===== src/design/fp_add_pkg.sv =====
// Single-precision FP adder shared definitions
// Format constants, datapath types, enums and the canonical NaN

package fp_add_pkg;

  // ========================================
  // Format constants
  // ========================================
  localparam int EXP_W   = 8;
  localparam int MAN_W   = 23;
  localparam int BIAS    = 127;
  localparam int EXP_MAX = 2 * BIAS + 1;  // All-ones exponent
  localparam int GRS_W   = 3;             // Guard, round, sticky

  // ========================================
  // Datapath types
  // ========================================
  typedef logic [31:0]                   fp32_t;
  typedef logic [EXP_W-1:0]              exp_t;
  typedef logic signed [EXP_W+1:0]       ext_exp_t;  // Room below 0 and above 255
  typedef logic [MAN_W+GRS_W:0]          sig_t;      // Hidden bit, fraction, GRS
  typedef logic [MAN_W+GRS_W+1:0]        sum_t;      // Plus one carry bit

  typedef struct packed {
    logic nv;  // Invalid
    logic of;  // Overflow
    logic uf;  // Underflow
    logic nx;  // Inexact
  } fp_flags_t;

  typedef enum logic [2:0] {
    RM_RNE = 3'd0,
    RM_RTZ = 3'd1,
    RM_RDN = 3'd2,
    RM_RUP = 3'd3,
    RM_RMM = 3'd4
  } round_mode_e;

  typedef enum logic [2:0] {
    S_IDLE   = 3'd0,
    S_UNPACK = 3'd1,
    S_ALIGN  = 3'd2,
    S_ADD    = 3'd3,
    S_NORM   = 3'd4,
    S_ROUND  = 3'd5,
    S_DONE   = 3'd6
  } seq_state_e;

  // Quiet NaN, positive sign, fraction MSB set
  localparam fp32_t QNAN = 32'h7FC0_0000;

endpackage


===== src/design/fp_add_ifs.sv =====
// Stage-to-stage links of the FP adder
// Held registers, loaded on the sequencer strobes

`timescale 1ns/1ps

// Aligned operands from the align stage to the adder
interface align_if;
  logic                    sign_a;
  logic                    sign_b;          // Already flipped for subtract
  fp_add_pkg::sig_t        aligned_a;
  fp_add_pkg::sig_t        aligned_b;
  fp_add_pkg::ext_exp_t    big_exp;
  fp_add_pkg::round_mode_e rmode;
  logic                    special;
  fp_add_pkg::fp32_t       special_result;
  fp_add_pkg::fp_flags_t   special_flags;

  modport source (output sign_a, sign_b, aligned_a, aligned_b, big_exp, rmode,
                  special, special_result, special_flags);
  modport sink   (input  sign_a, sign_b, aligned_a, aligned_b, big_exp, rmode,
                  special, special_result, special_flags);
endinterface

// Normalized significand with GRS from the adder to rounding
interface norm_if;
  logic                        sign;
  fp_add_pkg::ext_exp_t        exp;
  logic [fp_add_pkg::MAN_W:0]  mant;  // 24 bits incl. hidden bit
  logic                        guard;
  logic                        round;
  logic                        sticky;
  logic                        zero;  // Exact cancellation
  fp_add_pkg::round_mode_e     rmode;
  logic                        special;
  fp_add_pkg::fp32_t           special_result;
  fp_add_pkg::fp_flags_t       special_flags;

  modport source (output sign, exp, mant, guard, round, sticky, zero, rmode,
                  special, special_result, special_flags);
  modport sink   (input  sign, exp, mant, guard, round, sticky, zero, rmode,
                  special, special_result, special_flags);
endinterface


===== src/design/fp_add_seq.sv =====
// FP adder sequencer
// Walks one operation through the stages, one state per cycle

`timescale 1ns/1ps

module fp_add_seq (
  input  logic clk,
  input  logic reset_n,
  input  logic start,
  output logic busy,
  output logic done,
  output logic unpack_en,
  output logic align_en,
  output logic add_en,
  output logic norm_en,
  output logic round_en
);

  fp_add_pkg::seq_state_e state, next_state;

  always_ff @(posedge clk or negedge reset_n) begin
    if (!reset_n)
      state <= fp_add_pkg::S_IDLE;
    else
      state <= next_state;
  end

  always_comb begin
    case (state)
      fp_add_pkg::S_IDLE:   next_state = start ? fp_add_pkg::S_UNPACK : fp_add_pkg::S_IDLE;
      fp_add_pkg::S_UNPACK: next_state = fp_add_pkg::S_ALIGN;
      fp_add_pkg::S_ALIGN:  next_state = fp_add_pkg::S_ADD;
      fp_add_pkg::S_ADD:    next_state = fp_add_pkg::S_NORM;
      fp_add_pkg::S_NORM:   next_state = fp_add_pkg::S_ROUND;
      fp_add_pkg::S_ROUND:  next_state = fp_add_pkg::S_DONE;
      // Busy is already low here, so a new start is taken
      fp_add_pkg::S_DONE:   next_state = start ? fp_add_pkg::S_UNPACK : fp_add_pkg::S_IDLE;
      default:              next_state = fp_add_pkg::S_IDLE;
    endcase
  end

  // Strobes decode straight from the state
  assign unpack_en = (state == fp_add_pkg::S_UNPACK);
  assign align_en  = (state == fp_add_pkg::S_ALIGN);
  assign add_en    = (state == fp_add_pkg::S_ADD);
  assign norm_en   = (state == fp_add_pkg::S_NORM);
  assign round_en  = (state == fp_add_pkg::S_ROUND);

  assign busy = unpack_en | align_en | add_en | norm_en | round_en;
  assign done = (state == fp_add_pkg::S_DONE);

endmodule


===== src/design/fp_add_top.sv =====
// Single-precision FP adder/subtractor top level
// Captures the request on start and wires sequencer and stages

`timescale 1ns/1ps

module fp_add_top (
  input  logic        clk,
  input  logic        reset_n,
  input  logic        start,
  input  logic        is_sub,
  input  logic [2:0]  rounding_mode,
  input  logic [31:0] operand_a,
  input  logic [31:0] operand_b,
  output logic        busy,
  output logic        done,
  output logic [31:0] result,
  output logic        flag_nv,
  output logic        flag_of,
  output logic        flag_uf,
  output logic        flag_nx
);

  fp_add_pkg::fp32_t       opa_q, opb_q;
  logic                    sub_q;
  fp_add_pkg::round_mode_e rm_q;
  fp_add_pkg::fp_flags_t   flags;
  logic unpack_en, align_en, add_en, norm_en, round_en;

  align_if a_if ();
  norm_if  n_if ();

  // Request is taken on the edge that accepts start
  always_ff @(posedge clk) begin
    if (start && !busy) begin
      opa_q <= operand_a;
      opb_q <= operand_b;
      sub_q <= is_sub;
      rm_q  <= fp_add_pkg::round_mode_e'(rounding_mode);
    end
  end

  fp_add_seq u_seq (
    .clk       (clk),
    .reset_n   (reset_n),
    .start     (start),
    .busy      (busy),
    .done      (done),
    .unpack_en (unpack_en),
    .align_en  (align_en),
    .add_en    (add_en),
    .norm_en   (norm_en),
    .round_en  (round_en)
  );

  fp_align u_align (
    .clk           (clk),
    .reset_n       (reset_n),
    .operand_a     (opa_q),
    .operand_b     (opb_q),
    .is_sub        (sub_q),
    .rounding_mode (rm_q),
    .unpack_en     (unpack_en),
    .align_en      (align_en),
    .out           (a_if.source)
  );

  fp_sum_norm u_sum_norm (
    .clk     (clk),
    .reset_n (reset_n),
    .add_en  (add_en),
    .norm_en (norm_en),
    .in      (a_if.sink),
    .out     (n_if.source)
  );

  fp_round u_round (
    .clk      (clk),
    .reset_n  (reset_n),
    .round_en (round_en),
    .in       (n_if.sink),
    .result   (result),
    .flags    (flags)
  );

  assign flag_nv = flags.nv;
  assign flag_of = flags.of;
  assign flag_uf = flags.uf;
  assign flag_nx = flags.nx;

endmodule


===== src/design/fp_align.sv =====
// FP adder unpack and align stage
// Classifies both operands, resolves NaN/inf/zero cases,
// and shifts the smaller significand right with a sticky LSB

`timescale 1ns/1ps

module fp_align (
  input  logic                    clk,
  input  logic                    reset_n,
  input  fp_add_pkg::fp32_t       operand_a,
  input  fp_add_pkg::fp32_t       operand_b,
  input  logic                    is_sub,
  input  fp_add_pkg::round_mode_e rounding_mode,
  input  logic                    unpack_en,
  input  logic                    align_en,
  align_if.source                 out
);

  localparam int MAN_W = fp_add_pkg::MAN_W;

  // Unpacked operands
  fp_add_pkg::round_mode_e rmode_q;
  logic                    sign_a_q, sign_b_q;
  fp_add_pkg::exp_t        exp_a_q, exp_b_q;
  logic [MAN_W-1:0]        frac_a_q, frac_b_q;
  logic                    nan_a, nan_b, inf_a, inf_b;
  logic                    zero_a, zero_b, subn_a, subn_b;

  // Alignment datapath
  fp_add_pkg::exp_t eff_a, eff_b, diff;
  fp_add_pkg::sig_t sig_a, sig_b, small_sig, shifted, lost_mask, aligned_small;
  logic             a_big, lost, zero_sign;

  // ========================================
  // Unpack
  // ========================================
  always_ff @(posedge clk) begin
    if (unpack_en) begin
      rmode_q  <= rounding_mode;
      sign_a_q <= operand_a[31];
      sign_b_q <= operand_b[31] ^ is_sub;  // Subtract as add of -b
      exp_a_q  <= operand_a[30:MAN_W];
      exp_b_q  <= operand_b[30:MAN_W];
      frac_a_q <= operand_a[MAN_W-1:0];
      frac_b_q <= operand_b[MAN_W-1:0];
      nan_a    <= (operand_a[30:MAN_W] == fp_add_pkg::EXP_MAX) && (|operand_a[MAN_W-1:0]);
      nan_b    <= (operand_b[30:MAN_W] == fp_add_pkg::EXP_MAX) && (|operand_b[MAN_W-1:0]);
      inf_a    <= (operand_a[30:MAN_W] == fp_add_pkg::EXP_MAX) && !(|operand_a[MAN_W-1:0]);
      inf_b    <= (operand_b[30:MAN_W] == fp_add_pkg::EXP_MAX) && !(|operand_b[MAN_W-1:0]);
      zero_a   <= (operand_a[30:0] == '0);
      zero_b   <= (operand_b[30:0] == '0);
      subn_a   <= (operand_a[30:MAN_W] == '0) && (|operand_a[MAN_W-1:0]);
      subn_b   <= (operand_b[30:MAN_W] == '0) && (|operand_b[MAN_W-1:0]);
    end
  end

  // Subnormals behave as exponent 1 without hidden bit
  assign eff_a = subn_a ? 8'd1 : exp_a_q;
  assign eff_b = subn_b ? 8'd1 : exp_b_q;
  assign sig_a = {!subn_a, frac_a_q, 3'b000};
  assign sig_b = {!subn_b, frac_b_q, 3'b000};

  assign a_big     = (eff_a >= eff_b);
  assign diff      = a_big ? (eff_a - eff_b) : (eff_b - eff_a);
  assign small_sig = a_big ? sig_b : sig_a;
  assign shifted   = small_sig >> diff;  // All zero once diff >= 27

  // Everything pushed past bit 0 lands in sticky
  assign lost_mask     = ~({$bits(fp_add_pkg::sig_t){1'b1}} << diff);
  assign lost          = |(small_sig & lost_mask);
  assign aligned_small = {shifted[$bits(fp_add_pkg::sig_t)-1:1], shifted[0] | lost};

  // -0 only for two negative zeros, or either negative under RDN
  assign zero_sign = (sign_a_q & sign_b_q) |
                     ((sign_a_q | sign_b_q) & (rmode_q == fp_add_pkg::RM_RDN));

  // ========================================
  // Special cases and alignment
  // ========================================
  always_ff @(posedge clk or negedge reset_n) begin
    if (!reset_n) begin
      out.sign_a         <= 1'b0;
      out.sign_b         <= 1'b0;
      out.aligned_a      <= '0;
      out.aligned_b      <= '0;
      out.big_exp        <= '0;
      out.rmode          <= fp_add_pkg::RM_RNE;
      out.special        <= 1'b0;
      out.special_result <= '0;
      out.special_flags  <= '0;
    end else if (align_en) begin
      out.sign_a        <= sign_a_q;
      out.sign_b        <= sign_b_q;
      out.rmode         <= rmode_q;
      out.special       <= 1'b1;
      out.special_flags <= '0;  // Specials are exact unless invalid
      if (nan_a || nan_b || (inf_a && inf_b && (sign_a_q != sign_b_q))) begin
        out.special_result   <= fp_add_pkg::QNAN;
        out.special_flags.nv <= 1'b1;
      end else if (inf_a) begin
        out.special_result <= {sign_a_q, 8'hFF, {MAN_W{1'b0}}};
      end else if (inf_b) begin
        out.special_result <= {sign_b_q, 8'hFF, {MAN_W{1'b0}}};
      end else if (zero_a && zero_b) begin
        out.special_result <= {zero_sign, 31'b0};
      end else if (zero_a) begin
        out.special_result <= {sign_b_q, exp_b_q, frac_b_q};
      end else if (zero_b) begin
        out.special_result <= {sign_a_q, exp_a_q, frac_a_q};
      end else begin
        out.special   <= 1'b0;
        out.big_exp   <= {2'b00, (a_big ? eff_a : eff_b)};
        out.aligned_a <= a_big ? sig_a : aligned_small;
        out.aligned_b <= a_big ? aligned_small : sig_b;
      end
    end
  end

endmodule


===== src/design/fp_round.sv =====
// FP adder rounding stage
// Applies the rounding mode, catches overflow and underflow,
// and holds the final result and exception flags

`timescale 1ns/1ps

module fp_round (
  input  logic                  clk,
  input  logic                  reset_n,
  input  logic                  round_en,
  norm_if.sink                  in,
  output fp_add_pkg::fp32_t     result,
  output fp_add_pkg::fp_flags_t flags
);

  localparam int MAN_W = fp_add_pkg::MAN_W;

  logic                 inexact;
  logic                 up;
  logic [MAN_W+1:0]     mant_rnd;  // Extra bit for the rounding carry
  fp_add_pkg::ext_exp_t exp_rnd;

  assign inexact = in.guard | in.round | in.sticky;

  // Round-up decision
  always_comb begin
    case (in.rmode)
      fp_add_pkg::RM_RNE: up = in.guard & (in.round | in.sticky | in.mant[0]);
      fp_add_pkg::RM_RTZ: up = 1'b0;
      fp_add_pkg::RM_RDN: up = in.sign & inexact;
      fp_add_pkg::RM_RUP: up = !in.sign & inexact;
      fp_add_pkg::RM_RMM: up = in.guard;  // Ties away from zero
      default:            up = 1'b0;
    endcase
  end

  assign mant_rnd = {1'b0, in.mant} + {{(MAN_W+1){1'b0}}, up};
  // Carry bumps the exponent and leaves the fraction all zero
  assign exp_rnd  = in.exp + fp_add_pkg::ext_exp_t'(mant_rnd[MAN_W+1]);

  // ========================================
  // Result and flag registers
  // ========================================
  always_ff @(posedge clk or negedge reset_n) begin
    if (!reset_n) begin
      result <= '0;
      flags  <= '0;
    end else if (round_en) begin
      flags <= '0;
      if (in.special) begin
        result <= in.special_result;
        flags  <= in.special_flags;
      end else if (in.zero) begin
        // Exact cancellation
        result <= {(in.rmode == fp_add_pkg::RM_RDN), 31'b0};
      end else if (exp_rnd >= fp_add_pkg::ext_exp_t'(fp_add_pkg::EXP_MAX)) begin
        result   <= {in.sign, 8'hFF, {MAN_W{1'b0}}};
        flags.of <= 1'b1;
        flags.nx <= 1'b1;
      end else if (exp_rnd <= 10'sd0) begin
        // No subnormal results so flush to signed zero
        result   <= {in.sign, 31'b0};
        flags.uf <= 1'b1;
        flags.nx <= 1'b1;
      end else begin
        result   <= {in.sign, exp_rnd[7:0], mant_rnd[MAN_W-1:0]};
        flags.nx <= inexact;
      end
    end
  end

endmodule


===== src/design/fp_sum_norm.sv =====
// FP adder magnitude add and normalize stage
// Adds or subtracts aligned significands, then normalizes with GRS

`timescale 1ns/1ps

module fp_sum_norm (
  input  logic   clk,
  input  logic   reset_n,
  input  logic   add_en,
  input  logic   norm_en,
  align_if.sink  in,
  norm_if.source out
);

  localparam int SW    = $bits(fp_add_pkg::sig_t);  // 27
  localparam int GRS_W = fp_add_pkg::GRS_W;

  fp_add_pkg::sum_t sum_q;
  logic             sign_q;
  logic [4:0]       lz;       // 0..27
  fp_add_pkg::sig_t shl;

  // ========================================
  // Magnitude add / subtract
  // ========================================
  always_ff @(posedge clk) begin
    if (add_en) begin
      if (in.sign_a == in.sign_b) begin
        sum_q  <= {1'b0, in.aligned_a} + {1'b0, in.aligned_b};
        sign_q <= in.sign_a;
      end else if (in.aligned_a >= in.aligned_b) begin
        sum_q  <= {1'b0, in.aligned_a} - {1'b0, in.aligned_b};
        sign_q <= in.sign_a;
      end else begin
        sum_q  <= {1'b0, in.aligned_b} - {1'b0, in.aligned_a};
        sign_q <= in.sign_b;  // Larger magnitude wins the sign
      end
    end
  end

  // Full leading-zero count below the carry bit
  always_comb begin
    lz = 5'd27;
    for (int i = 0; i < SW; i++) begin
      if (sum_q[i])
        lz = 5'(SW - 1 - i);
    end
  end

  assign shl = sum_q[SW-1:0] << lz;

  // ========================================
  // Normalize
  // ========================================
  always_ff @(posedge clk or negedge reset_n) begin
    if (!reset_n) begin
      out.sign           <= 1'b0;
      out.exp            <= '0;
      out.mant           <= '0;
      out.guard          <= 1'b0;
      out.round          <= 1'b0;
      out.sticky         <= 1'b0;
      out.zero           <= 1'b0;
      out.rmode          <= fp_add_pkg::RM_RNE;
      out.special        <= 1'b0;
      out.special_result <= '0;
      out.special_flags  <= '0;
    end else if (norm_en) begin
      out.sign           <= sign_q;
      out.zero           <= (sum_q == '0);
      out.rmode          <= in.rmode;
      out.special        <= in.special;
      out.special_result <= in.special_result;
      out.special_flags  <= in.special_flags;
      if (sum_q[SW]) begin  // Carry out needs one step right
        out.exp    <= in.big_exp + 10'sd1;
        out.mant   <= sum_q[SW:GRS_W+1];
        out.guard  <= sum_q[GRS_W];
        out.round  <= sum_q[GRS_W-1];
        out.sticky <= |sum_q[GRS_W-2:0];
      end else begin
        out.exp    <= in.big_exp - fp_add_pkg::ext_exp_t'(lz);
        out.mant   <= shl[SW-1:GRS_W];
        out.guard  <= shl[2];
        out.round  <= shl[1];
        out.sticky <= shl[0];
      end
    end
  end

endmodule


===== config.mk =====
export PLATFORM = sky130hd
export DESIGN_NAME = fp_add_top
export DESIGN_NICKNAME = d
export VERILOG_FILES = /design/src/design/fp_add_pkg.sv /design/src/design/fp_add_ifs.sv /design/src/design/fp_add_seq.sv /design/src/design/fp_add_top.sv /design/src/design/fp_align.sv /design/src/design/fp_round.sv /design/src/design/fp_sum_norm.sv
export SDC_FILE = /design/constraint.sdc
export NUM_CORES = 1
export LEC_CHECK = 0
export BUFFER_PORTS_ARGS = -buffer_cell sky130_fd_sc_hd__buf_2
export CAP_MARGIN = 30
export CORE_MARGIN = 10
export CORE_UTILIZATION = 30
export DETAILED_ROUTE_END_ITERATION = 16
export SKIP_LAST_GASP = 1
export SLEW_MARGIN = 20
export SYNTH_ARGS = -nofsm -noshare
export SYNTH_HDL_FRONTEND = slang
export SYNTH_HIERARCHICAL = 1
export SYNTH_SLANG_ARGS = --single-unit

===== constraint.sdc =====
create_clock -name clk -period 5.3 [get_ports clk]
set_input_delay 0.265 -clock clk [delete_from_list [all_inputs] [get_ports clk]]
set_output_delay 0.265 -clock clk [all_outputs]
set_load 0.005 [all_outputs]

==> impl_results.md, run 1 <==
- Standard-cell rows: 109
- Leading area contributor after synthesis: dfrtp_1
- Die Width: 318 um
- Ratio of cells with drive above 1 in the final layout: 13.6%
- Synth top area share: 20.5%
- Count of state elements after synthesis: 391
- Slew HR: 34.9%
- CP cell instances: nor2b_1 > ha_1 > a21oi_1 > nand2_1 > a21oi_2 > nor3_4 > buf_4 > or3_1 > and3_1 > nor2_4 > o211ai_1 > a311oi_1 > nor4b_2 > nor3_1
- Core ar.: 88400 um^2
- Syn-to-layout area delta: 14.8%
- Sequential fraction of the synthesis area: 39.9%
- Worst-Skew Late Latency: 0.59 ns
- Initial antenna violation count: 2
- CTS tree: done
- Number of flops mapped to enable cells by yosys: 172
- Mean Syn Cell Area: 9.32 um^2
- H-tree levels: 2
- CTS Root Cell: clkbuf_16
- Routed len/inst: 22.3 um
- Vias in the first global route: 22.5k
- Worst reg2reg path depth: 14
- CTS Buffer Depth: 3
- Worst Setup End Kind: flip-flop
- Biggest cell delay along the critical path: 0.59 ns
- Tightest Hold Check Type: input pin to async pin
- Worst-path clk slew: 0.07 ns
- First-pass detailed-route iteration total: 5
- Slew Viols, Final: 0
- Fmax: 0.205 GHz
- Routed Antenna Nets: 0
- Vias/cell: 5.65
- Setup_tns: 0 ns
- Core Util, Final: 34.7%
- Period minus WS final: 4.87 ns
- First-pass GRT wire length: 141000 um
- Synthesized netlist cell count: 2863
- Worst R2R Start: u_align/subn_a
- DRC Markers: 0
- Worst Path Required: 5.74 ns
- Routed vias: 23.5k
- Worst-Margin Slew: 0.964 ns
- Most numerous cell in the Yosys netlist: a21oi_1
- Ys flop type: dfrtp_1
- CP Data Arrival Time: 5.31 ns
- Maxcap violations: 0
- Async S/R FF share, synth: 56.0%
- Most frequent cells after synthesis: a21oi_1 (243), nand2_1 (235), nor2_1 (227)
- Top post-synthesis cells by area: dfrtp_1 (21%), edfxtp_1 (19%), ha_1 (5.3%)
- GPL Wtd Cong: 1.01
- CP Max Fanout: 19
- Post-synthesis instance area: 26700 um^2
- First DRT Iteration DRCs: 2356
- # Post-CTS Setup Buffers: 0
- Synth unique cells: 126
- Setup repair after global routing missed its margin: false
- Yosys warning total: 6
- Final hold vios: 0
- Final net count: 3157
- Ports: 109
- Final global-route overflow total: 0
- IO Port Bufs: 108
- Largest net degree at the start of global routing: 111
- Global Route Usage Sum: 17.4%
- Clk sinks: 391
- HPWL after DPL: 69200 um
- Clk_skew: 0.0393 ns
- Crit Path Class: flip-flop to flip-flop
- Initial Util: 30.2%
- Status: completed
- RR Endpoint: u_align/out.aligned_b[0]
- Vert. Die Dim: 318 um
- R2R Setup Slk: 0.43 ns
- N_diodes: 0
- Drt total wl: 92900 um
- # setup viols final: 0
- Tcrit/Tclk final: 92.0%
- TritonCTS Buffers: 44
- Slowest cell on crit path: edfxtp_1
- Die area: 101000 um^2
- CP startpoint kind: flip-flop
## cell type report
class,instances,area [um^2]
Inverter,145,544
Clock inverter,26,288
Tap cell,1165,1460
Multi-Input combinational cell,2143,14700
Timing Repair Buffer,242,1790
Clock buffer,56,1210
Fill cell,9078,57700
Sequential cell,391,10600
## cell usage in the layout, fill, tap and decap left out, types with 25 or more instances in the layout
cell type / n
edfxtp_1: 172
dfrtp_1: 219
buf_2: 107
nor4_1: 46
and3_1: 60
xor2_1: 27
or3_1: 25
o31ai_1: 50
nand2_1: 234
nand3_1: 98
o211ai_1: 31
nor3_1: 57
ha_1: 113
o22ai_1: 38
mux2_2: 71
a31oi_1: 48
a21o_1: 31
buf_4: 60
clkbuf_16: 46
a21oi_1: 243
xnor2_1: 46
inv_1: 141
nand4_1: 35
nor2_1: 224
dlygate4sd3_1: 70
mux2i_1: 116
o21ai_0: 131
## how the worst max path moves through the flow
stage,from,to
2_1_floorplan,u_seq/state[1],u_align/exp_a_q[0]
3_3_place_gp,u_align/subn_a,u_align/out.aligned_b[0]
3_5_place_dp,u_align/subn_a,u_align/out.aligned_b[0]
4_1_cts,u_align/subn_a,u_align/out.aligned_b[0]
5_1_grt,u_align/subn_a,u_align/out.aligned_b[0]
6_report,u_align/subn_a,u_align/out.aligned_b[0]
## layer usage
layer / vias up / part of all wire [%] / global-route usage, %
met5: - / 0.014 / 0
met4: 2 / 4.3 / 6.85
met3: 239 / 6.1 / 2.26
met2: 999 / 45 / 27.4
met1: 11400 / 44 / 23.8
li1: 10900 / - / -
## per-stage QoR
step	instance area (um^2)	worst slack (ns)	hold WS, ns	instances
2_1_floorplan	26700	1.03	-0.0306	2867
3_3_place_gp	28400	0.650	0.400	4015
3_5_place_dp	28400	0.475	0.407	4016
4_1_cts	30600	0.470	0.352	4168
5_1_grt	30600	0.128	0.381	4168
6_report	30600	0.426	0.353	4168
## logic make-up (layout without fill, tap and decap cells)
logic type                 count (synthesis)  count (layout)  synth area share (%)
and+or+nand+nor                          902             902                  16.8
AOI/OAI and AO/OA                        838             838                  21.0
DFF                                      391             391                  39.9
buffers and inverters                    333             469                  5.34
muxes                                    204             204                  8.78
adders and majority gates                119             119                  5.75
xor gates and xnor gates                  75              75                  2.46
other                                      1               5                0.0140
## critical path, delay by kind of cell (launching register included)
family          cells  cell delay, ns
compound gates      4            1.18
flops               1            0.59
buf+inv             1            0.24
fa+ha+maj           1            0.34
simple gates        8            2.38
## repair_timing
item / in CTS / in global routing
endpoints found under the hold margin: 178 / 0
hold buffers: 70 / 0
resized for setup: 0 / 0
## state kept, by name (all words and copies together), names as in the netlist, 3 cells and up
signal	count
u_align/out.big_exp	8
u_align/out.aligned_b	27
opa_q	32
u_align/out.special_result	32
u_sum_norm/sum_q	28
u_align/rmode_q	3
u_sum_norm/out.special_result	32
u_sum_norm/out.rmode	3
u_align/exp_b_q	8
u_seq/state	3
opb_q	32
u_sum_norm/out.special_flags	4
u_align/frac_a_q	23
u_sum_norm/out.exp	10
u_align/frac_b_q	23
u_sum_norm/out.mant	24
rm_q	3
u_align/out.rmode	3
u_round/flags	4
u_round/result	32
u_align/exp_a_q	8
u_align/out.aligned_a	27
Power of run 1 is not shown: default switching activity piles up to over one toggle a cycle in this logic, so the estimate is an artifact.
==> run 2: changes to the inputs <==
--- a/config.mk
+++ b/config.mk
@@ -10,9 +10,9 @@
 export CORE_MARGIN = 10
 export CORE_UTILIZATION = 30
 export DETAILED_ROUTE_END_ITERATION = 16
+export GPL_ROUTABILITY_DRIVEN = 0
 export SKIP_LAST_GASP = 1
 export SLEW_MARGIN = 20
 export SYNTH_ARGS = -nofsm -noshare
 export SYNTH_HDL_FRONTEND = slang
-export SYNTH_HIERARCHICAL = 1
 export SYNTH_SLANG_ARGS = --single-unit
==> run 2 against run 1 <==
Effect of this change: cell area fell by 7.3%; maximum frequency is 0.96% higher; cell count decreased by 6.1%; largest cell class unchanged; global-route usage decreased by 1.2 points; flip-flop and latch count fell by 3.
==> impl_results.md, run 2 <==
- Worst-Margin Slew: 1.06 ns (+0.0985 ns)
- First-pass detailed-route iteration total: 6 (+1)
- Core ar.: 81800 um^2 (-7.4%)
- TritonCTS Buffers: 43 (-2.3%)
- Clk_skew: 0.0221 ns (-0.0172 ns)
- N_diodes: 0 (unchanged)
- Yosys warning total: 0 (-6)
- Ports: 109 (unchanged)
- Routed len/inst: 20.0 um (-10%)
- # Post-CTS Setup Buffers: 0 (unchanged)
- First DRT Iteration DRCs: 1868 (-21%)
- Crit-path leading delay family: compound AO/OA/AOI/OAI gates
- Mean Syn Cell Area: 9.13 um^2 (-2.1%)
- Routed Antenna Nets: 0 (unchanged)
- Final global-route overflow total: 0 (unchanged)
- Number of flops mapped to enable cells by yosys: 172 (unchanged)
- CP startpoint kind: flip-flop
- Ratio of cells with drive above 1 in the final layout: 10.5% (-3.1 points)
- Standard-cell rows: 105 (-3.7%)
- Sequential fraction of the synthesis area: 42.8% (+2.9 points)
- CTS Root Cell: clkbuf_16
- Ys flop type: dfrtp_1
- Synth unique cells: 87 (-31%)
- Most frequent cells in the layout: nand2_1 (435), dfrtp_1 (216), nor2_1 (198)
- IO Port Bufs: 108 (unchanged)
- Count of state elements after synthesis: 388 (-0.77%)
- Period minus WS final: 4.83 ns (-0.0465 ns)
- Syn-to-layout area delta: 15.0%
- Vias in the first global route: 20.5k (-8.9%)
- CTS tree: done
- Die area: 94200 um^2 (-7.0%)
- CP Max Fanout: 18 (-1)
- Tcrit/Tclk final: 91.1% (-0.88 points)
- Worst Setup End Kind: flip-flop
- Synth top area share: 21.9% (+1.3 points)
- HPWL after DPL: 57900 um (-16%)
- Setup_tns: 0 ns (unchanged)
- Fmax: 0.207 GHz (+0.96%)
- Clk sinks: 388 (-0.77%)
- Synthesized netlist cell count: 2707 (-5.4%)
- CP Buf/Inv Count: 3 (+2)
- Worst Path Required: 5.75 ns (about the same)
- Worst-Skew Late Latency: 0.59 ns (about the same)
- First-pass GRT wire length: 122000 um (-14%)
- Slew Viols, Final: 0 (unchanged)
- Die Width: 307 um (-3.6%)
- Most numerous cell in the Yosys netlist: nand2_1
- Leading cell type in the layout, fill and taps excluded: nand2_1
- Vert. Die Dim: 307 um (-3.6%)
- Vias/cell: 5.45 (-3.6%)
- Worst-path clk slew: 0.06 ns (about the same)
- Top post-synthesis cells by area: dfrtp_1 (22%), edfxtp_1 (21%), nand2_1 (6.6%)
- Final hold vios: 0 (unchanged)
- Setup repair after global routing missed its margin: false
- H-tree levels: 2 (unchanged)
- # setup viols final: 0 (unchanged)
- Initial antenna violation count: 1 (-1)
- Async S/R FF share, synth: 55.7% (-0.34 points)
- Slowest cell on crit path: a21o_1
- CP cell instances: inv_1 > nand2_1 > inv_1 > ha_1 > o21ai_1 > o21ai_0 > o21ai_0 > nor3_1 > a21o_1 > buf_4 > mux4_2 > nand2_1 > nor4_1 > a221oi_2 > a211o_1 > o21ai_1
- CP Data Arrival Time: 5.28 ns (-0.03 ns)
- Routed vias: 21.3k (-9.4%)
- Leading area contributor after synthesis: dfrtp_1
- Largest net degree at the start of global routing: 163 (+47%)
- Final net count: 2997 (-5.1%)
- Initial Util: 30.2% (about the same)
- Tightest Hold Check Type: input pin to async pin
- Drt total wl: 78200 um (-16%)
- Slew HR: 29.2% (-5.8 points)
- Post-synthesis instance area: 24700 um^2 (-7.4%)
- CTS Buffer Depth: 3 (unchanged)
- Most frequent cells after synthesis: nand2_1 (435), dfrtp_1 (216), nor2_1 (201)
- Crit Path Class: flip-flop to flip-flop
- Status: completed
- Biggest cell delay along the critical path: 0.57 ns (-0.02 ns)
- DRC Markers: 0 (unchanged)
- Maxcap violations: 0 (unchanged)
- Syn_nets: 2892
- Global Route Usage Sum: 16.1% (-1.2 points)
## run 2: path summary, 6_finish.rpt
| path | startpoint | slack (ns) | depth (start not counted) | to |
|---|---|---|---|---|
| worst min-delay path | reset_n | 0.21 | 2 | u_sum_norm.out.mant[12] |
| worst max register to register | u_align.subn_b | 0.47 | 16 | u_align.out.aligned_a[4] |
| worst max-delay path | u_align.subn_b | 0.47 | 16 | u_align.out.aligned_a[4] |
| min in group clk | operand_a[6] | 0.37 | 2 | opa_q[6] |
| worst min register to register | opa_q[31] | 0.42 | 0 | u_align.sign_a_q |
| max in group asynchronous | reset_n | 3.77 | 3 | u_align.out.aligned_b[24] |
## run 2: repair_timing
| action | in CTS | in global routing |
|---|---|---|
| setup endpoints to repair | 0 | 1 |
| gates resized for setup | 0 | 1 |
| hold buffers | 70 | 0 |
| endpoints found under the hold margin | 123 | 0 |
## run 2: worst reg2reg max path, stage by stage (launching register included)
cell and delay [ns]:
edfxtp_1 0.53, inv_1 0.22, nand2_1 0.15, inv_1 0.06, ha_1 0.51, o21ai_1 0.16, o21ai_0 0.29, o21ai_0 0.35
nor3_1 0.31, a21o_1 0.57, buf_4 0.34, mux4_2 0.53, nand2_1 0.09, nor4_1 0.06, a221oi_2 0.30, a211o_1 0.18
o21ai_1 0.06
## run 2: cell families after synthesis
kind of cell	synth area share (%)
buffers and inverters	4.69
muxes	7.83
adders and majority gates	5.96
DFF	42.8
AOI/OAI and AO/OA	19.2
xor gates and xnor gates	2.52
and+or+nand+nor	17.0
## run 2: cell type report
type / count / area [um^2]
multi-input combinational: 2021 / 13100
clock buffer: 56 / 1160
inverter: 139 / 522
timing repair buffer: 219 / 1620
tap: 1070 / 1340
clock inverter: 22 / 165
fill: 8353 / 53400
sequential: 388 / 10600
## run 2: per-stage QoR
step           hold WS (ns)  cell area (um^2)  cells  util, %  setup slack (ns)
3_3_place_gp          0.220             26400   3766     32.2             0.726
4_1_cts               0.247             28400   3914     34.7             0.580
2_1_floorplan       -0.0306             24700   2707        -              1.00
3_5_place_dp          0.216             26400   3766     32.2             0.577
6_report              0.208             28400   3915     34.7             0.473
5_1_grt               0.281             28400   3915     34.7            0.0339
## run 2: layer usage
metal | vias up | routed length (um) | global-route usage (%)
met4 | 0 | 3150 | 6.38
met2 | 918 | 34100 | 24.7
met3 | 198 | 6250 | 2.89
met5 | - | 0 | 0
li1 | 10000 | - | -
met1 | 10200 | 34700 | 22.3
Power of run 2 is left out for the same reason.
